## config.mk

```make
export PLATFORM = sky130hd
export DESIGN_NAME = nlc_mac_unit
export DESIGN_NICKNAME = d
export VERILOG_FILES = /design/src/source/nlc_ctrl_pkg.sv /design/src/source/nlc_data_pkg.sv /design/src/source/nlc_mac_unit.sv
export VERILOG_INCLUDE_DIRS = /design/src /design/src/source
export SDC_FILE = /design/constraint.sdc
export NUM_CORES = 2
export LEC_CHECK = 0
export BUFFER_PORTS_ARGS = -buffer_cell sky130_fd_sc_hd__buf_2
export CAP_MARGIN = 25
export CORE_MARGIN = 4
export CORE_UTILIZATION = 30
export DETAILED_ROUTE_END_ITERATION = 16
export HOLD_SLACK_MARGIN = 0.06
export PLACE_DENSITY = 0.5
export SYNTH_ARGS = -nofsm -noshare
export SYNTH_HDL_FRONTEND = slang
export SYNTH_SLANG_ARGS = --single-unit
```

## constraint.sdc

```tcl
create_clock -name clk -period 24.8 [get_ports clk]
set_input_delay 1.24 -clock clk [delete_from_list [all_inputs] [get_ports clk]]
set_output_delay 1.24 -clock clk [all_outputs]
set_load 0.005 [all_outputs]
```

## src/source/nlc_params.svh

```systemverilog
`ifndef NLC_PARAMS_SVH
`define NLC_PARAMS_SVH

// Channels handled per run
`define NLC_NUM_CH 16

// ADC sample and corrected output width
`define NLC_SAMPLE_W 21

// Fixed-point word, fraction bits included
`define NLC_WORD_W 32
`define NLC_FRAC_BITS 10

// Polynomial order, so ORDER+1 coefficients
`define NLC_ORDER 5

// Request to response, in cycles
`define NLC_MAC_LATENCY 2

`define NLC_CH_IDX_W 4

`endif

```

## src/source/nlc_ctrl_pkg.sv

```systemverilog
`default_nettype none

package nlc_ctrl_pkg;

  // Sequencer phases
  typedef enum logic [1:0] {
    ST_IDLE,
    ST_NORM,
    ST_HORNER,
    ST_DRAIN
  } seq_state_t;

  // Multiply-add operations
  // MAC_ADD_MUL is (a + c) * b, used for normalization
  // MAC_MUL_ADD is a * b + c, one Horner step
  typedef enum logic {
    MAC_ADD_MUL,
    MAC_MUL_ADD
  } mac_op_t;

endpackage

`default_nettype wire

```

## src/source/nlc_data_pkg.sv

```systemverilog
`default_nettype none
`include "nlc_params.svh"

package nlc_data_pkg;

  typedef logic signed [`NLC_SAMPLE_W-1:0] sample_t;
  typedef logic signed [`NLC_WORD_W-1:0]   word_t;
  typedef logic [`NLC_CH_IDX_W-1:0]        ch_idx_t;

  // Calibration set of one channel, coeff[k] belongs to power k
  typedef struct packed {
    word_t                  neg_mean;
    word_t                  recip_stdev;
    word_t [`NLC_ORDER:0]   coeff;
  } ch_cfg_t;

  // One operation into the multiply-add unit
  // ch and final_pass ride along as the write-back tag
  typedef struct packed {
    nlc_ctrl_pkg::mac_op_t op;
    word_t                 a;
    word_t                 b;
    word_t                 c;
    ch_idx_t               ch;
    logic                  final_pass;
  } mac_req_t;

  typedef struct packed {
    word_t   result;
    ch_idx_t ch;
    logic    final_pass;
  } mac_rsp_t;

endpackage

`default_nettype wire

```

## src/source/nlc_mac_unit.sv

```systemverilog
`default_nettype none
`include "nlc_params.svh"

module nlc_mac_unit (
  input  logic                   clk,
  input  logic                   rst,
  input  logic                   req_valid,
  input  nlc_data_pkg::mac_req_t req,
  output logic                   rsp_valid,
  output nlc_data_pkg::mac_rsp_t rsp
);
  import nlc_data_pkg::*;
  import nlc_ctrl_pkg::*;

  localparam int PROD_W = 2 * `NLC_WORD_W;

  word_t                    pre_sum;
  logic signed [PROD_W-1:0] prod_d;
  logic signed [PROD_W-1:0] prod_q;
  word_t                    addend_q;
  ch_idx_t                  ch_q;
  logic                     final_q;
  logic                     valid_q;
  word_t                    prod_scaled;

  // Stage one, pre-add only for normalization
  always_comb begin
    pre_sum = (req.op == MAC_ADD_MUL) ? word_t'(req.a + req.c) : req.a;
    prod_d  = pre_sum * req.b;
  end

  always_ff @(posedge clk) begin
    if (rst) begin
      valid_q <= 1'b0;
    end else begin
      valid_q <= req_valid;
    end
  end

  always_ff @(posedge clk) begin
    prod_q   <= prod_d;
    addend_q <= (req.op == MAC_MUL_ADD) ? req.c : '0;
    ch_q     <= req.ch;
    final_q  <= req.final_pass;
  end

  // Stage two, rescale the product and wrap the sum to word width
  assign prod_scaled = word_t'(prod_q >>> `NLC_FRAC_BITS);

  always_ff @(posedge clk) begin
    if (rst) begin
      rsp_valid <= 1'b0;
    end else begin
      rsp_valid <= valid_q;
    end
  end

  always_ff @(posedge clk) begin
    rsp.result     <= prod_scaled + addend_q;
    rsp.ch         <= ch_q;
    rsp.final_pass <= final_q;
  end

endmodule

`default_nettype wire

```

==> out/qor.yml <==
dp_hpwl_um: 71670
cts-resized-gates: 0
fmax_mhz: 88.50
timing.final.crit_share_pct: 45.56
antenna_left: 0
syn-cell-area_mm2: 0.03051
crit_path_max_incr_delay_ns: 0.61
fin_skew_ns: 0.01818
synthToLayoutAreaGrowth_pct: 8.280
rows: 116
first_global_vias: 23463
ios: 143
drive_gt1_share_pct: 7.023
fin_crit_ns: 11.30
cp.arrival_ns: 11.59
drc: 0
endpoint_kind: "register"
synth_cells: 3303
rsz0062_at_grt: "false"
ys_warn_count: 0
critical_path.max_fanout: 25
layout.nets: 4361
synth_edf_count: 0
core_area_mm2: 0.1004
avgSynthCellArea_um2: 9.237
h-tree-depth: 3
grt_max_degree: 47
grt_antenna_before_repair: 21
die_h_um: 326.9
detail_route.vias_per_cell: 4.566
globalRouteOverflowTotal: 0
ys_seq_elements: 108
cp_common_cell: "fa_1"
slew_headroom_pct: 24.58
critPathLaunchType: "input port"
synthFlopType: "dfxtp_1"
final_hold_viol_count: 0
clk_pin_slew_ns: 0.09
gp_congestion: 0.8517
synth_async_sr_flop_share_pct: 0
yosysUniqueCellTypes: 71
layout_common_cells: "714 x inv_1, 696 x fa_1, 490 x and2_1"
wl_per_cell_um: 19.20
insertion_delay_ns: 0.40
port_buffers: 142
cap_violations: 0
required_ns: 25.09
tightest_slew_ns: 1.123
root_buffer: "clkbuf_16"
die_x_um: 326.9
first_iter_violations: 967
mostFrequentLayoutCell: "inv_1"
min_path_type: "reg -> reg"
detail_route.first_pass.iterations: 4
cts_setup_buffers: 0
clock_sinks: 108
wl_um: 90450
slew_violations: 0
fin_tns_setup_ns: 0
fill_cells: 10551
synth_nets: 4323
fp.dieArea_mm2: 0.1069
critPathSlowestCell: "nor3_1"
path_class: "in -> reg"
initial_core_util_pct: 30.38
seq_area_frac_synth_pct: 7.086
setup_viol_count_final: 0
status: "completed"
grt_pass1_wl_um: 142400
cts_buffers: 9
num_vias: 21514
clk_path_buf_depth: 2
holdBufCountCts: 0
grt_use_total_pct: 17.43
cts_tree: "built"
[synthesized netlist by cell type, drive strengths merged, types with 17 or more instances]
cell type  count  share of area (%)
a21o          34               0.84
a21oi         65                1.1
and2         490                 10
clkbuf       149                1.9
dfxtp        108                7.1
fa           696                 46
ha           219                9.0
inv          714                8.8
nand2        319                3.9
nand2b        26               0.53
nand3         17               0.28
nor2          64               0.79
nor2b         71                1.5
nor3          20               0.33
o21ai         48               0.79
xnor2         89                2.6
xor2          28               0.80
[stage by stage]
stage                     instance area [um^2]  std cells  setup slack [ns]  util (%)  hold WS [ns]
after floorplan                          30510       3303             14.15         -        0.3096
after global placement                   32690       4686             12.65     32.55        0.3113
after detailed placement                 32690       4686             12.49     32.55        0.3121
after CTS                                33010       4702             12.89     32.86        0.3322
after global routing                     33030       4708             12.85     32.88        0.3345
final                                    33040       4712             13.50     32.89        0.3296
[cell type report]
cell class                      count  area, um^2  area share [%]
Tap cell                         1357        1698           5.139
Inverter                          714        2680           8.112
Sequential cell                   108        2162           6.544
Clock inverter                      7       88.84          0.2689
Antenna cell                        9       22.52         0.06817
Timing Repair Buffer              180       998.5           3.022
Clock buffer                        9       225.2          0.6817
Multi-Input combinational cell   2328       25160           76.16
[state kept, by name, summed over array words and instances, names as in the netlist]
register and count:
final_q 1, rsp_valid 1, addend_q 32, rsp 37, ch_q 4, prod_q 32, valid_q 1
[critical path: cells and delay by family]
family,cells,cell delay (ns)
xor gates and xnor gates,1,0.16
AOI/OAI and AO/OA,13,3.10
muxes,1,0.24
buffers and inverters,7,0.62
adders and majority gates,11,4.88
and+or+nand+nor,6,1.32
[logic make-up (layout without fill, tap and decap cells)]
kind of cell	after synthesis	count (layout)	share of synthesized area, %
AOI/OAI and AO/OA	229	229	5.028
and+or+nand+nor	1051	1051	18.37
muxes	11	11	0.3691
adders and majority gates	915	915	54.65
xor gates and xnor gates	122	122	3.728
buffers and inverters	867	910	10.77
other	0	9	0
DFF	108	108	7.086
[routing by layer]
| layer | share of wire [%] | vias to the layer above | GRT usage (%) |
|---|---|---|---|
| li1 | - | 9818 | - |
| met1 | 46 | 11203 | 23.77 |
| met2 | 48 | 381 | 29.79 |
| met3 | 3.6 | 94 | 2.088 |
| met4 | 2.0 | 18 | 3.784 |
| met5 | 0.14 | - | 0 |
[worst paths after layout]
kind	slack [ns]	end	start	depth (start not counted)
max	13.50	prod_q[41]	req[69]	39
min	0.33	rsp[4]	ch_q[3]	0
max reg2reg	20.91	rsp[35]	prod_q[10]	16
min reg2reg	0.33	rsp[4]	ch_q[3]	0
Power is not shown: default switching activity piles up to over one toggle a cycle in this logic, so the estimate is an artifact.
