File: config.mk
export PLATFORM = sky130hd
export DESIGN_NAME = nlc_result_store
export DESIGN_NICKNAME = d
export VERILOG_FILES = /design/src/source/nlc_ctrl_pkg.sv /design/src/source/nlc_data_pkg.sv /design/src/source/nlc_result_store.sv
export VERILOG_INCLUDE_DIRS = /design/src /design/src/source
export SDC_FILE = /design/constraint.sdc
export NUM_CORES = 1
export LEC_CHECK = 0
export BUFFER_PORTS_ARGS = -buffer_cell sky130_fd_sc_hd__buf_2
export CORE_ASPECT_RATIO = 0.9
export CORE_MARGIN = 2
export CORE_UTILIZATION = 43
export CTS_CLUSTER_SIZE = 30
export DETAILED_ROUTE_END_ITERATION = 16
export HOLD_SLACK_MARGIN = 0.15
export PLACE_DENSITY = 0.64
export SLEW_MARGIN = 20
export SYNTH_ARGS = -nofsm -noshare
export SYNTH_HDL_FRONTEND = slang
export SYNTH_SLANG_ARGS = --single-unit
File: constraint.sdc
create_clock -name clk -period 1.3 [get_ports clk]
set_clock_uncertainty 0.05 [all_clocks]
set_input_delay 0.065 -clock clk [delete_from_list [all_inputs] [get_ports clk]]
set_output_delay 0.065 -clock clk [all_outputs]
set_load 0.05 [all_outputs]
File: src/source/nlc_params.svh
`ifndef NLC_PARAMS_SVH
`define NLC_PARAMS_SVH

// Channels handled per run
`define NLC_NUM_CH 16

// ADC sample and corrected output width
`define NLC_SAMPLE_W 21

// Fixed-point word, fraction bits included
`define NLC_WORD_W 32
`define NLC_FRAC_BITS 10

// Polynomial order, so ORDER+1 coefficients
`define NLC_ORDER 5

// Request to response, in cycles
`define NLC_MAC_LATENCY 2

`define NLC_CH_IDX_W 4

`endif

File: src/source/nlc_ctrl_pkg.sv
`default_nettype none

package nlc_ctrl_pkg;

  // Sequencer phases
  typedef enum logic [1:0] {
    ST_IDLE,
    ST_NORM,
    ST_HORNER,
    ST_DRAIN
  } seq_state_t;

  // Multiply-add operations
  // MAC_ADD_MUL is (a + c) * b, used for normalization
  // MAC_MUL_ADD is a * b + c, one Horner step
  typedef enum logic {
    MAC_ADD_MUL,
    MAC_MUL_ADD
  } mac_op_t;

endpackage

`default_nettype wire

File: src/source/nlc_data_pkg.sv
`default_nettype none
`include "nlc_params.svh"

package nlc_data_pkg;

  typedef logic signed [`NLC_SAMPLE_W-1:0] sample_t;
  typedef logic signed [`NLC_WORD_W-1:0]   word_t;
  typedef logic [`NLC_CH_IDX_W-1:0]        ch_idx_t;

  // Calibration set of one channel, coeff[k] belongs to power k
  typedef struct packed {
    word_t                  neg_mean;
    word_t                  recip_stdev;
    word_t [`NLC_ORDER:0]   coeff;
  } ch_cfg_t;

  // One operation into the multiply-add unit
  // ch and final_pass ride along as the write-back tag
  typedef struct packed {
    nlc_ctrl_pkg::mac_op_t op;
    word_t                 a;
    word_t                 b;
    word_t                 c;
    ch_idx_t               ch;
    logic                  final_pass;
  } mac_req_t;

  typedef struct packed {
    word_t   result;
    ch_idx_t ch;
    logic    final_pass;
  } mac_rsp_t;

endpackage

`default_nettype wire

File: src/source/nlc_result_store.sv
`default_nettype none
`include "nlc_params.svh"

module nlc_result_store (
  input  logic                                     clk,
  input  logic                                     rst,
  input  logic                                     rsp_valid,
  input  nlc_data_pkg::mac_rsp_t                   rsp,
  output nlc_data_pkg::sample_t [`NLC_NUM_CH-1:0]  x_lin,
  output logic                                     done,
  output logic                                     run_done
);
  import nlc_data_pkg::*;

  localparam sample_t SAT_MAX = {1'b0, {(`NLC_SAMPLE_W-1){1'b1}}};
  localparam sample_t SAT_MIN = {1'b1, {(`NLC_SAMPLE_W-1){1'b0}}};
  localparam ch_idx_t LAST_CH = ch_idx_t'(`NLC_NUM_CH - 1);

  word_t   scaled;
  sample_t sat_val;
  logic    last_wr;

  // Back to integer sample units, clamp to the ADC range
  always_comb begin
    scaled = rsp.result >>> `NLC_FRAC_BITS;
    if (scaled > SAT_MAX) begin
      sat_val = SAT_MAX;
    end else if (scaled < SAT_MIN) begin
      sat_val = SAT_MIN;
    end else begin
      sat_val = sample_t'(scaled);
    end
  end

  always_ff @(posedge clk) begin
    if (rst) begin
      x_lin   <= '0;
      last_wr <= 1'b0;
      done    <= 1'b0;
    end else begin
      if (rsp_valid && rsp.final_pass) begin
        x_lin[rsp.ch] <= sat_val;
      end
      last_wr <= rsp_valid && rsp.final_pass && (rsp.ch == LAST_CH);
      // One cycle after the top channel lands
      done    <= last_wr;
    end
  end

  assign run_done = done;

endmodule

`default_nettype wire

==> results.txt <==
Cells after Synth: 1684
CP Class: flop to primary output
Global route total overflow: 0
Yosys reg bits: 338
Peak fanout along the critical path: 2
Pwr Density: 1250 nW/um2
Seq pwr share: 43.0%
Layout cell share with drive strength beyond 1: 30.8%
Post-synth top area share: 47.0%
Static leakage: 0.00753 uW
Clock power share: 45.0%
DR vias: 15900
Iteration-0 DRC Markers: 1922
TritonCTS buffer count: 37
Part of the power in combinational logic: 12.0%
Sw Pwr: 6460 uW
Final hold viol count: 0
Fin crit period: 1.29 ns
Core Area: 32900 um2
Place WS: -0.129 ns
Relative slew slack: 69.7%
Delay of the slowest cell on the worst path: 0.39 ns
Final nets: 2055
Post-synth ARST share: 0%
Most used DFF post-synth: dfxtp_1
Fin. max-slew vios: 0
Die outline width: 197 um
DRC: 0
Synth top area cells: dfxtp_1 47%, o211ai_1 13%, a21oi_1 12%
Clk buf depth: 3
Starting Density: 43.7%
Drt first pass iters: 5
Post-DR wirelength/cell: 26.4 um
DR vias/cell: 6.45
Max-cap violation count: 0
Post-synth EDFFs: 0
Required @ worst endpoint: 1.19 ns
CTS Sinks: 338
Synth warn: 0
Syn Nets: 1724
Setup violators final: 0
F_max: 0.775 GHz
Synth-to-Final Area Change: 35.7%
Switching share of power: 26.5%
Synth top cells by count: 338 x dfxtp_1, 336 x a21oi_1, 309 x o21ai_0
Final period util: 99.3%
Initial antenna violation count: 3
Peak supply drop: 0.752 mV
First-pass GRT wire length: 94700 um
Measured slew at the worst slew-check pin: 0.453 ns
Util after Layout: 59.3%
Status: finished clean
TritonCTS clock tree: yes
GRT Overall Usage: 35.8%
WP buf/inv: 1
Reg clk slew, reported paths: 0.06 ns
Average size of a mapped cell: 8.56 um2
CP Cell Sequence: clkbuf_4
Power, Total: 24400 uW
Post-DRT Antenna Nets: 0
Final WS setup: 0.00950 ns
Skew-Pair Late Insertion Delay: 0.53 ns
Area leader, netlist: dfxtp_1
Final WL: 65000 um
Vias in the first global route: 14800
IO Port Bufs: 367
H-tree depth: 2
RSZ-0062 raised after global routing: yes
Worst min path class: primary input to flop
Sequential share of the synthesized area: 47.0%
Internal power: 17900 uW
Most common cell in the netlist: dfxtp_1
I/O Pins: 378
Cell Rows: 63
Hpwl dp: 42400 um
Die area: 35000 um2
Area of the mapped netlist: 14400 um2
Worst setup EP type: primary output
Root Buffer: clkbuf_16
Largest net degree at the start of global routing: 85
Number of distinct library cells after synthesis: 27
Arr. time, crit path: 1.18 ns
CP max-delay cell: dfxtp_1
Delay-heaviest family, CP: flip-flops
Final RePlAce weighted congestion: 0.906
Startpoint Class: flop
Die Y-Extent: 178 um
-- power groups by stage --
| stage | Combinational, uW | Sequential [uW] | Clock, uW |
|---|---|---|---|
| floorplan | 1100 | 11000 | 0 |
| global placement | 2730 | 10700 | 0 |
| detailed placement | 2750 | 10700 | 0 |
| CTS | 2810 | 10500 | 11000 |
| global route | 2990 | 10500 | 11500 |
| finish | 2930 | 10500 | 11000 |
-- through the flow --
stage / cell area (um2) / instances / hold slack (ns) / setup TNS, ns
3_5_place_dp: 17800 / 2368 / 0.329 / -0.826
5_1_grt: 19600 / 2467 / 0.146 / 0
2_1_floorplan: 14400 / 1684 / 0.322 / 0
6_report: 19600 / 2467 / 0.125 / 0
4_1_cts: 19300 / 2457 / 0.127 / 0
3_3_place_gp: 17800 / 2368 / 0.321 / -0.505
-- path summary, 6_finish.rpt --
check / from / end / slack [ns] / cells after the start
setup / recovery: x_lin[135]$_SDFFE_PP0P_ / x_lin[135] / 0.009 / 1
hold / removal: rsp[1] / x_lin[134]$_SDFFE_PP0P_ / 0.12 / 5
setup reg to reg: x_lin[328]$_SDFFE_PP0P_ / x_lin[328]$_SDFFE_PP0P_ / 0.47 / 2
hold reg to reg: last_wr$_SDFF_PP0_ / done$_SDFF_PP0_ / 0.40 / 1
-- metal layers --
metal | GRT usage [%] | part of all wire [%] | vias to the layer above
li1 | - | - | 7009
met1 | 47.4 | 39 | 7676
met2 | 55.8 | 45 | 1031
met3 | 8.27 | 11 | 190
met4 | 16.2 | 4.5 | 0
met5 | 0 | 0 | -
-- layout make-up --
type,instances,area (um2)
Clock inverter,13,174
Fill cell,2960,13400
Multi-Input combinational cell,1065,6470
Clock buffer,53,1080
Sequential cell,338,6770
Tap cell,422,528
Timing Repair Buffer,573,4520
Antenna cell,3,7.51
-- sequential cells by signal, indices dropped and copies added (netlist names) --
register  count
done          1
last_wr       1
x_lin       336
-- worst register-to-register path, stage by stage, from the launching register on --
cell     delay, ns
dfxtp_1       0.43
o21ai_0       0.13
a21oi_1       0.16
-- logic make-up after synthesis --
family          count (synthesis)  synth area share (%)
simple gates                   53                  2.34
flops                         338                  47.0
compound gates               1012                  42.1
buf+inv                       281                  8.60
-- cells in the final DEF (no fill, tap or decap), types with 27 or more instances in the layout --
master / n
clkbuf_4: 40
o21ai_0: 309
buf_2: 285
a21oi_1: 336
buf_4: 152
dfxtp_1: 335
o21ai_1: 27
buf_12: 66
o2111ai_1: 80
clkbuf_16: 40
o211ai_1: 240
-- timing repair --
action / 4_1_cts / 5_1_grt
pin swaps: 0 / 1
gates resized for setup: 42 / 48
setup endpoints to repair: 39 / 104
buffers inserted: 0 / 5
hold buffers: 23 / 2
gates cloned: 0 / 1
hold endpoints to repair: 338 / 4
Note: power is estimated with default switching activity, not from simulation.
