--- src/source/nlc_params.svh ---
`ifndef NLC_PARAMS_SVH
`define NLC_PARAMS_SVH

// Channels handled per run
`define NLC_NUM_CH 16

// ADC sample and corrected output width
`define NLC_SAMPLE_W 21

// Fixed-point word, fraction bits included
`define NLC_WORD_W 32
`define NLC_FRAC_BITS 10

// Polynomial order, so ORDER+1 coefficients
`define NLC_ORDER 5

// Request to response, in cycles
`define NLC_MAC_LATENCY 2

`define NLC_CH_IDX_W 4

`endif

--- src/source/nlc_ctrl_pkg.sv ---
`default_nettype none

package nlc_ctrl_pkg;

  // Sequencer phases
  typedef enum logic [1:0] {
    ST_IDLE,
    ST_NORM,
    ST_HORNER,
    ST_DRAIN
  } seq_state_t;

  // Multiply-add operations
  // MAC_ADD_MUL is (a + c) * b, used for normalization
  // MAC_MUL_ADD is a * b + c, one Horner step
  typedef enum logic {
    MAC_ADD_MUL,
    MAC_MUL_ADD
  } mac_op_t;

endpackage

`default_nettype wire

--- src/source/nlc_data_pkg.sv ---
`default_nettype none
`include "nlc_params.svh"

package nlc_data_pkg;

  typedef logic signed [`NLC_SAMPLE_W-1:0] sample_t;
  typedef logic signed [`NLC_WORD_W-1:0]   word_t;
  typedef logic [`NLC_CH_IDX_W-1:0]        ch_idx_t;

  // Calibration set of one channel, coeff[k] belongs to power k
  typedef struct packed {
    word_t                  neg_mean;
    word_t                  recip_stdev;
    word_t [`NLC_ORDER:0]   coeff;
  } ch_cfg_t;

  // One operation into the multiply-add unit
  // ch and final_pass ride along as the write-back tag
  typedef struct packed {
    nlc_ctrl_pkg::mac_op_t op;
    word_t                 a;
    word_t                 b;
    word_t                 c;
    ch_idx_t               ch;
    logic                  final_pass;
  } mac_req_t;

  typedef struct packed {
    word_t   result;
    ch_idx_t ch;
    logic    final_pass;
  } mac_rsp_t;

endpackage

`default_nettype wire

--- src/source/nlc_sequencer.sv ---
`default_nettype none
`include "nlc_params.svh"

module nlc_sequencer (
  input  logic                   clk,
  input  logic                   rst,
  input  logic                   start,
  output logic                   busy,
  output nlc_data_pkg::ch_idx_t  rd_ch,
  input  nlc_data_pkg::word_t    rd_sample,
  input  nlc_data_pkg::ch_cfg_t  rd_cfg,
  output logic                   req_valid,
  output nlc_data_pkg::mac_req_t req,
  input  logic                   rsp_valid,
  input  nlc_data_pkg::mac_rsp_t rsp,
  input  logic                   run_done
);
  import nlc_data_pkg::*;
  import nlc_ctrl_pkg::*;

  localparam int      PASS_W  = $clog2(`NLC_ORDER + 1);
  localparam ch_idx_t LAST_CH = ch_idx_t'(`NLC_NUM_CH - 1);

  seq_state_t        state;
  ch_idx_t           ch_cnt;
  logic [PASS_W-1:0] pass_cnt;
  logic              wb_to_norm;

  word_t norm_q [`NLC_NUM_CH];
  word_t acc_q  [`NLC_NUM_CH];

  // A channel's result must be back before the next pass reads it
  if (`NLC_NUM_CH < `NLC_MAC_LATENCY + 1) begin : g_latency_check
    $error("channel count too small for the multiply-add latency");
  end

  always_ff @(posedge clk) begin
    if (rst) begin
      state    <= ST_IDLE;
      busy     <= 1'b0;
      ch_cnt   <= '0;
      pass_cnt <= '0;
    end else begin
      case (state)
        ST_IDLE: begin
          if (start) begin
            state    <= ST_NORM;
            busy     <= 1'b1;
            ch_cnt   <= '0;
            pass_cnt <= '0;
          end
        end
        ST_NORM: begin
          ch_cnt <= ch_cnt + 1'b1;
          if (ch_cnt == LAST_CH) begin
            state    <= ST_HORNER;
            ch_cnt   <= '0;
            pass_cnt <= PASS_W'(1);
          end
        end
        ST_HORNER: begin
          ch_cnt <= ch_cnt + 1'b1;
          if (ch_cnt == LAST_CH) begin
            ch_cnt <= '0;
            if (pass_cnt == PASS_W'(`NLC_ORDER)) begin
              state <= ST_DRAIN;
            end else begin
              pass_cnt <= pass_cnt + 1'b1;
            end
          end
        end
        ST_DRAIN: begin
          // Last results still in flight
          if (run_done) begin
            state <= ST_IDLE;
            busy  <= 1'b0;
          end
        end
        default: state <= ST_IDLE;
      endcase
    end
  end

  // Responses come back in issue order, first full sweep is normalization
  always_ff @(posedge clk) begin
    if (rst) begin
      wb_to_norm <= 1'b0;
    end else if (state == ST_IDLE && start) begin
      wb_to_norm <= 1'b1;
    end else if (rsp_valid && rsp.ch == LAST_CH) begin
      wb_to_norm <= 1'b0;
    end
  end

  always_ff @(posedge clk) begin
    if (rsp_valid) begin
      if (wb_to_norm) begin
        norm_q[rsp.ch] <= rsp.result;
      end else begin
        acc_q[rsp.ch] <= rsp.result;
      end
    end
  end

  assign rd_ch     = ch_cnt;
  assign req_valid = (state == ST_NORM) || (state == ST_HORNER);

  always_comb begin
    req    = '0;
    req.ch = ch_cnt;
    if (state == ST_NORM) begin
      req.op = MAC_ADD_MUL;
      req.a  = rd_sample;
      req.b  = rd_cfg.recip_stdev;
      req.c  = rd_cfg.neg_mean;
    end else if (state == ST_HORNER) begin
      req.op = MAC_MUL_ADD;
      // First Horner step starts from the top coefficient
      req.a  = (pass_cnt == PASS_W'(1)) ? rd_cfg.coeff[`NLC_ORDER] : acc_q[ch_cnt];
      req.b  = norm_q[ch_cnt];
      req.c  = rd_cfg.coeff[`NLC_ORDER - pass_cnt];
      req.final_pass = (pass_cnt == PASS_W'(`NLC_ORDER));
    end
  end

endmodule

`default_nettype wire

--- config.mk ---
export PLATFORM = sky130hd
export DESIGN_NAME = nlc_sequencer
export DESIGN_NICKNAME = d
export VERILOG_FILES = /design/src/source/nlc_ctrl_pkg.sv /design/src/source/nlc_data_pkg.sv /design/src/source/nlc_sequencer.sv
export VERILOG_INCLUDE_DIRS = /design/src /design/src/source
export SDC_FILE = /design/constraint.sdc
export NUM_CORES = 1
export LEC_CHECK = 0
export BUFFER_PORTS_ARGS = -buffer_cell sky130_fd_sc_hd__clkbuf_2
export CORE_MARGIN = 3
export CORE_UTILIZATION = 40
export CTS_BUF_LIST = sky130_fd_sc_hd__clkbuf_4 sky130_fd_sc_hd__clkbuf_8
export CTS_CLUSTER_DIAMETER = 100
export DETAILED_ROUTE_END_ITERATION = 10
export GPL_TIMING_DRIVEN = 0
export PLACE_DENSITY_LB_ADDON = 0.2
export SLEW_MARGIN = 25
export SYNTH_ARGS = -nofsm -noshare
export SYNTH_HDL_FRONTEND = slang
export SYNTH_SLANG_ARGS = --single-unit
--- constraint.sdc ---
create_clock -name clk -period 3.5 [get_ports clk]
set_input_delay 0.175 -clock clk [delete_from_list [all_inputs] [get_ports clk]]
set_output_delay 0.175 -clock clk [all_outputs]
set_load 0.05 [all_outputs]
==> parameters.txt <==
Parameter                              Value

Outcome
  Status    finished clean

Floorplan
  Starting utilization of the core area    40.5%
  Total core area    between 100000 and 150000 µm²
  Die area    about 110000 µm²
  Vertical die dimension    roughly 330 µm
  Top-Level Pins    ~440
  Die extent in x    around 330 µm
  Row count    118

Place
  Port Buf Inserts    about 440
  DPL Wire Length    roughly 95 mm
  Placer congestion estimate    about 1.1
  Cell area after placement    ~47000 µm²

Setup path
  Endpoint type of the worst setup path    primary output
  Critical path launch point type    register
  Worst Path Class, Setup    reg2out
  Critical Path Fanout Max    10
  Data arrival time of the worst path    around 3.3 ns
  Crit. Startpoint    pass_cnt[0]
  Critical path required time    roughly 3.3 ns
  Startpoint of the most critical register-to-register path    wb_to_norm

CTS
  Clk pin slew, worst setup/hold paths    approximately 0.060 ns
  TritonCTS clock tree    yes
  H-tree lvl count    4
  Max Buffers Root-to-Sink    3
  Total CTS buffers    between 150 and 200
  Total number of clock tree sinks    between 1000 and 1500
  Clock network latency to the later pin of the worst-skew pair    between 0.8 and 0.9 ns
  Root buf cell    clkbuf_8

STA
  Final number of max-transition violations    0
  Final hold violation count    0
  Ratio of final minimum period to clock period    between 90% and 100%
  Worst Tran Pin Value    between 0.9 and 1 ns
  Endpoints failing setup    0
  Unrepaired setup endpoints after global routing    yes
  Relative max-transition margin    34.6%
  Worst clock skew    0.0209 ns
  Fin Hold WS    ~0.051 ns
  Top achievable clock speed    around 290 MHz
  Minimum clock period    ~3.5 ns

Synth
  Number of synthesized register bits    1039
  Post-synthesis async set-or-reset flop share    0%
  Share of the synthesized area in the top cell type    approximately three quarters
  Distinct cell type count after synthesis    between 40 and 50
  Area contributors post-synth    edfxtp_1 (73%), mux4_2 (14%), mux2i_1 (2.0%)
  Number of warning messages in the yosys log    0
  Synthesized instance count    slightly above 2000
  Sequential fraction of the synthesis area    73.8%
  Netlist area before placement    between 40000 and 50000 µm²
  Count of flip-flops with a built-in enable after synthesis    1024
  Synth Net Count    2405
  Synthesized area per cell    approximately 20 µm²
  Yosys top cell by area    edfxtp_1
  Post-synth top flop    edfxtp_1

Global route
  GRT Overall Usage    ~24%
  Largest net degree at the start of global routing    33
  Number of global-route vias before repair    approximately 25000
  Antenna violations before repair    12
  Total gr overflow    0
  Wire length of the first global-routing pass    about 190 mm

Power and ir drop
  LEAKAGE    roughly 17 nW
  Power per cell area    about 630 nW/µm²
  Largest voltage drop on the vdd net    approximately 0.47 mV
  Tot Pwr    ~0.032 W

Routing
  Vias per std cell    between 5 and 6
  Detailed-route DRC error count    0
  DRT iter0 DRCs    approximately 2100
  Number of nets still failing antenna checks after routing    0
  Overall routed net length    around 130 mm
  Wire length per cell    31.2 µm
  Vias after detailed routing    between 20000 and 25000
  Drt first pass iters    5

Flow run
  Max-capacitance violation count    0

Final layout
  Most frequent cells in the layout    edfxtp_1 (1024), clkbuf_2 (422), mux4_2 (269), clkbuf_8 (176), clkbuf_4 (93)
  Final core utilization    between 40% and 50%
  Post-Layout Inst Area    between 50000 and 60000 µm²
  Layout area overhead    22.7%
  Most common cell after layout, fill and taps aside    edfxtp_1
  Final net count    between 3000 and 4000
  Fraction of final layout cells with drive strength greater than 1    44.9%

Hold path
  Start point of the worst hold path    rsp[32]
  Hold Path Class    in2reg
[critical path: stages, from the launching register on]
cell and delay (ns):
dfxtp_1 0.46, clkbuf_1 0.24, buf_4 0.29, buf_2 0.35
mux2i_1 0.45, o22ai_1 0.16, a22o_1 0.23, clkbuf_2 0.30
[logic make-up (layout without fill, tap and decap cells)]
| group | Yosys count | count (layout) | synth area share, % |
|---|---|---|---|
| AOI/OAI and AO/OA | 251 | 251 | 4.27 |
| other | 0 | 10 | 0 |
| adders and majority gates | 9 | 9 | 0.268 |
| buffers and inverters | 176 | 1012 | 2.05 |
| and+or+nand+nor | 200 | 200 | 2.23 |
| muxes | 391 | 391 | 17.4 |
| DFF | 1039 | 1039 | 73.8 |
[flip-flops by register name, indices dropped and copies added, names as in the netlist, named ones only]
register	flops
wb_to_norm	1
busy	1
acc_q	512
pass_cnt	3
norm_q	512
state	2
rd_ch	4
[final cells by class]
class / instances / area (µm²)
plain buffers: 134 / 945
repair buffers: 525 / 3610
flip-flops and latches: 1039 / 31100
well taps: 1380 / 1730
clock buffers: 232 / 2820
fillers: 8613 / 52300
multi-input cells: 851 / 10800
clock inverters: 80 / 494
diodes: 10 / 25.0
inverters: 41 / 154
[path summary, 6_finish.rpt]
path / slack, ns / depth (start not counted) / endpoint
worst max-delay path: 0.02 / 7 / req[18]
worst min-delay path: 0.05 / 1 / norm_q[15][27]
worst max register to register: 0.70 / 6 / norm_q[10][19]
worst min register to register: 0.51 / 2 / busy
[metal layers]
layer / wire length [µm] / share of wire, % / track usage [%] / up-vias
li1: - / - / - / 10136
met1: 49400 / 37 / 28.7 / 12788
met2: 69100 / 52 / 42.6 / 1080
met3: 9070 / 6.8 / 5.69 / 248
met4: 6330 / 4.7 / 11.8 / 8
met5: 53 / 0.040 / 0 / -
[where the power goes]
part	internal, W	switching (W)	total (W)
clock	0.00555	0.00475	0.0103
sequential	0.0138	0.0000606	0.0139
combinational	0.00297	0.00523	0.00820
[Yosys cell counts (10+ instances only)]
cell and number:
a21oi_1 21, a22o_1 33, a22oi_1 85, buf_2 49, clkbuf_1 58, dfxtp_1 15, edfxtp_1 1024, inv_1 39
mux2_2 39, mux2i_1 83, mux4_2 269, nand2_1 78, nand3_1 39, nor2_1 36, nor3b_1 10, o211ai_1 34
o21ai_0 18, o22ai_1 40
[per-stage QoR]
| step | cells | worst slack, ns | TNS (ns) |
|---|---|---|---|
| 3_3_place_gp | 3882 | -2.97 | -1168.85 |
| 3_5_place_dp | 3950 | -0.592 | -8.32 |
| 2_1_floorplan | 2066 | -0.283 | -2.26 |
| 6_report | 4292 | 0.0192 | 0 |
| 5_1_grt | 4287 | -0.00934 | -0.0180 |
| 4_1_cts | 4276 | -0.00277 | -0.00277 |
[timing repair]
item	in CTS	in global routing
setup buffers	6	6
cloned	0	0
setup endpoints to repair	96	71
pin swaps	8	5
hold endpoints to repair	116	0
hold buffers	9	0
resized for setup	155	105
(Power assumes the default switching activity.)
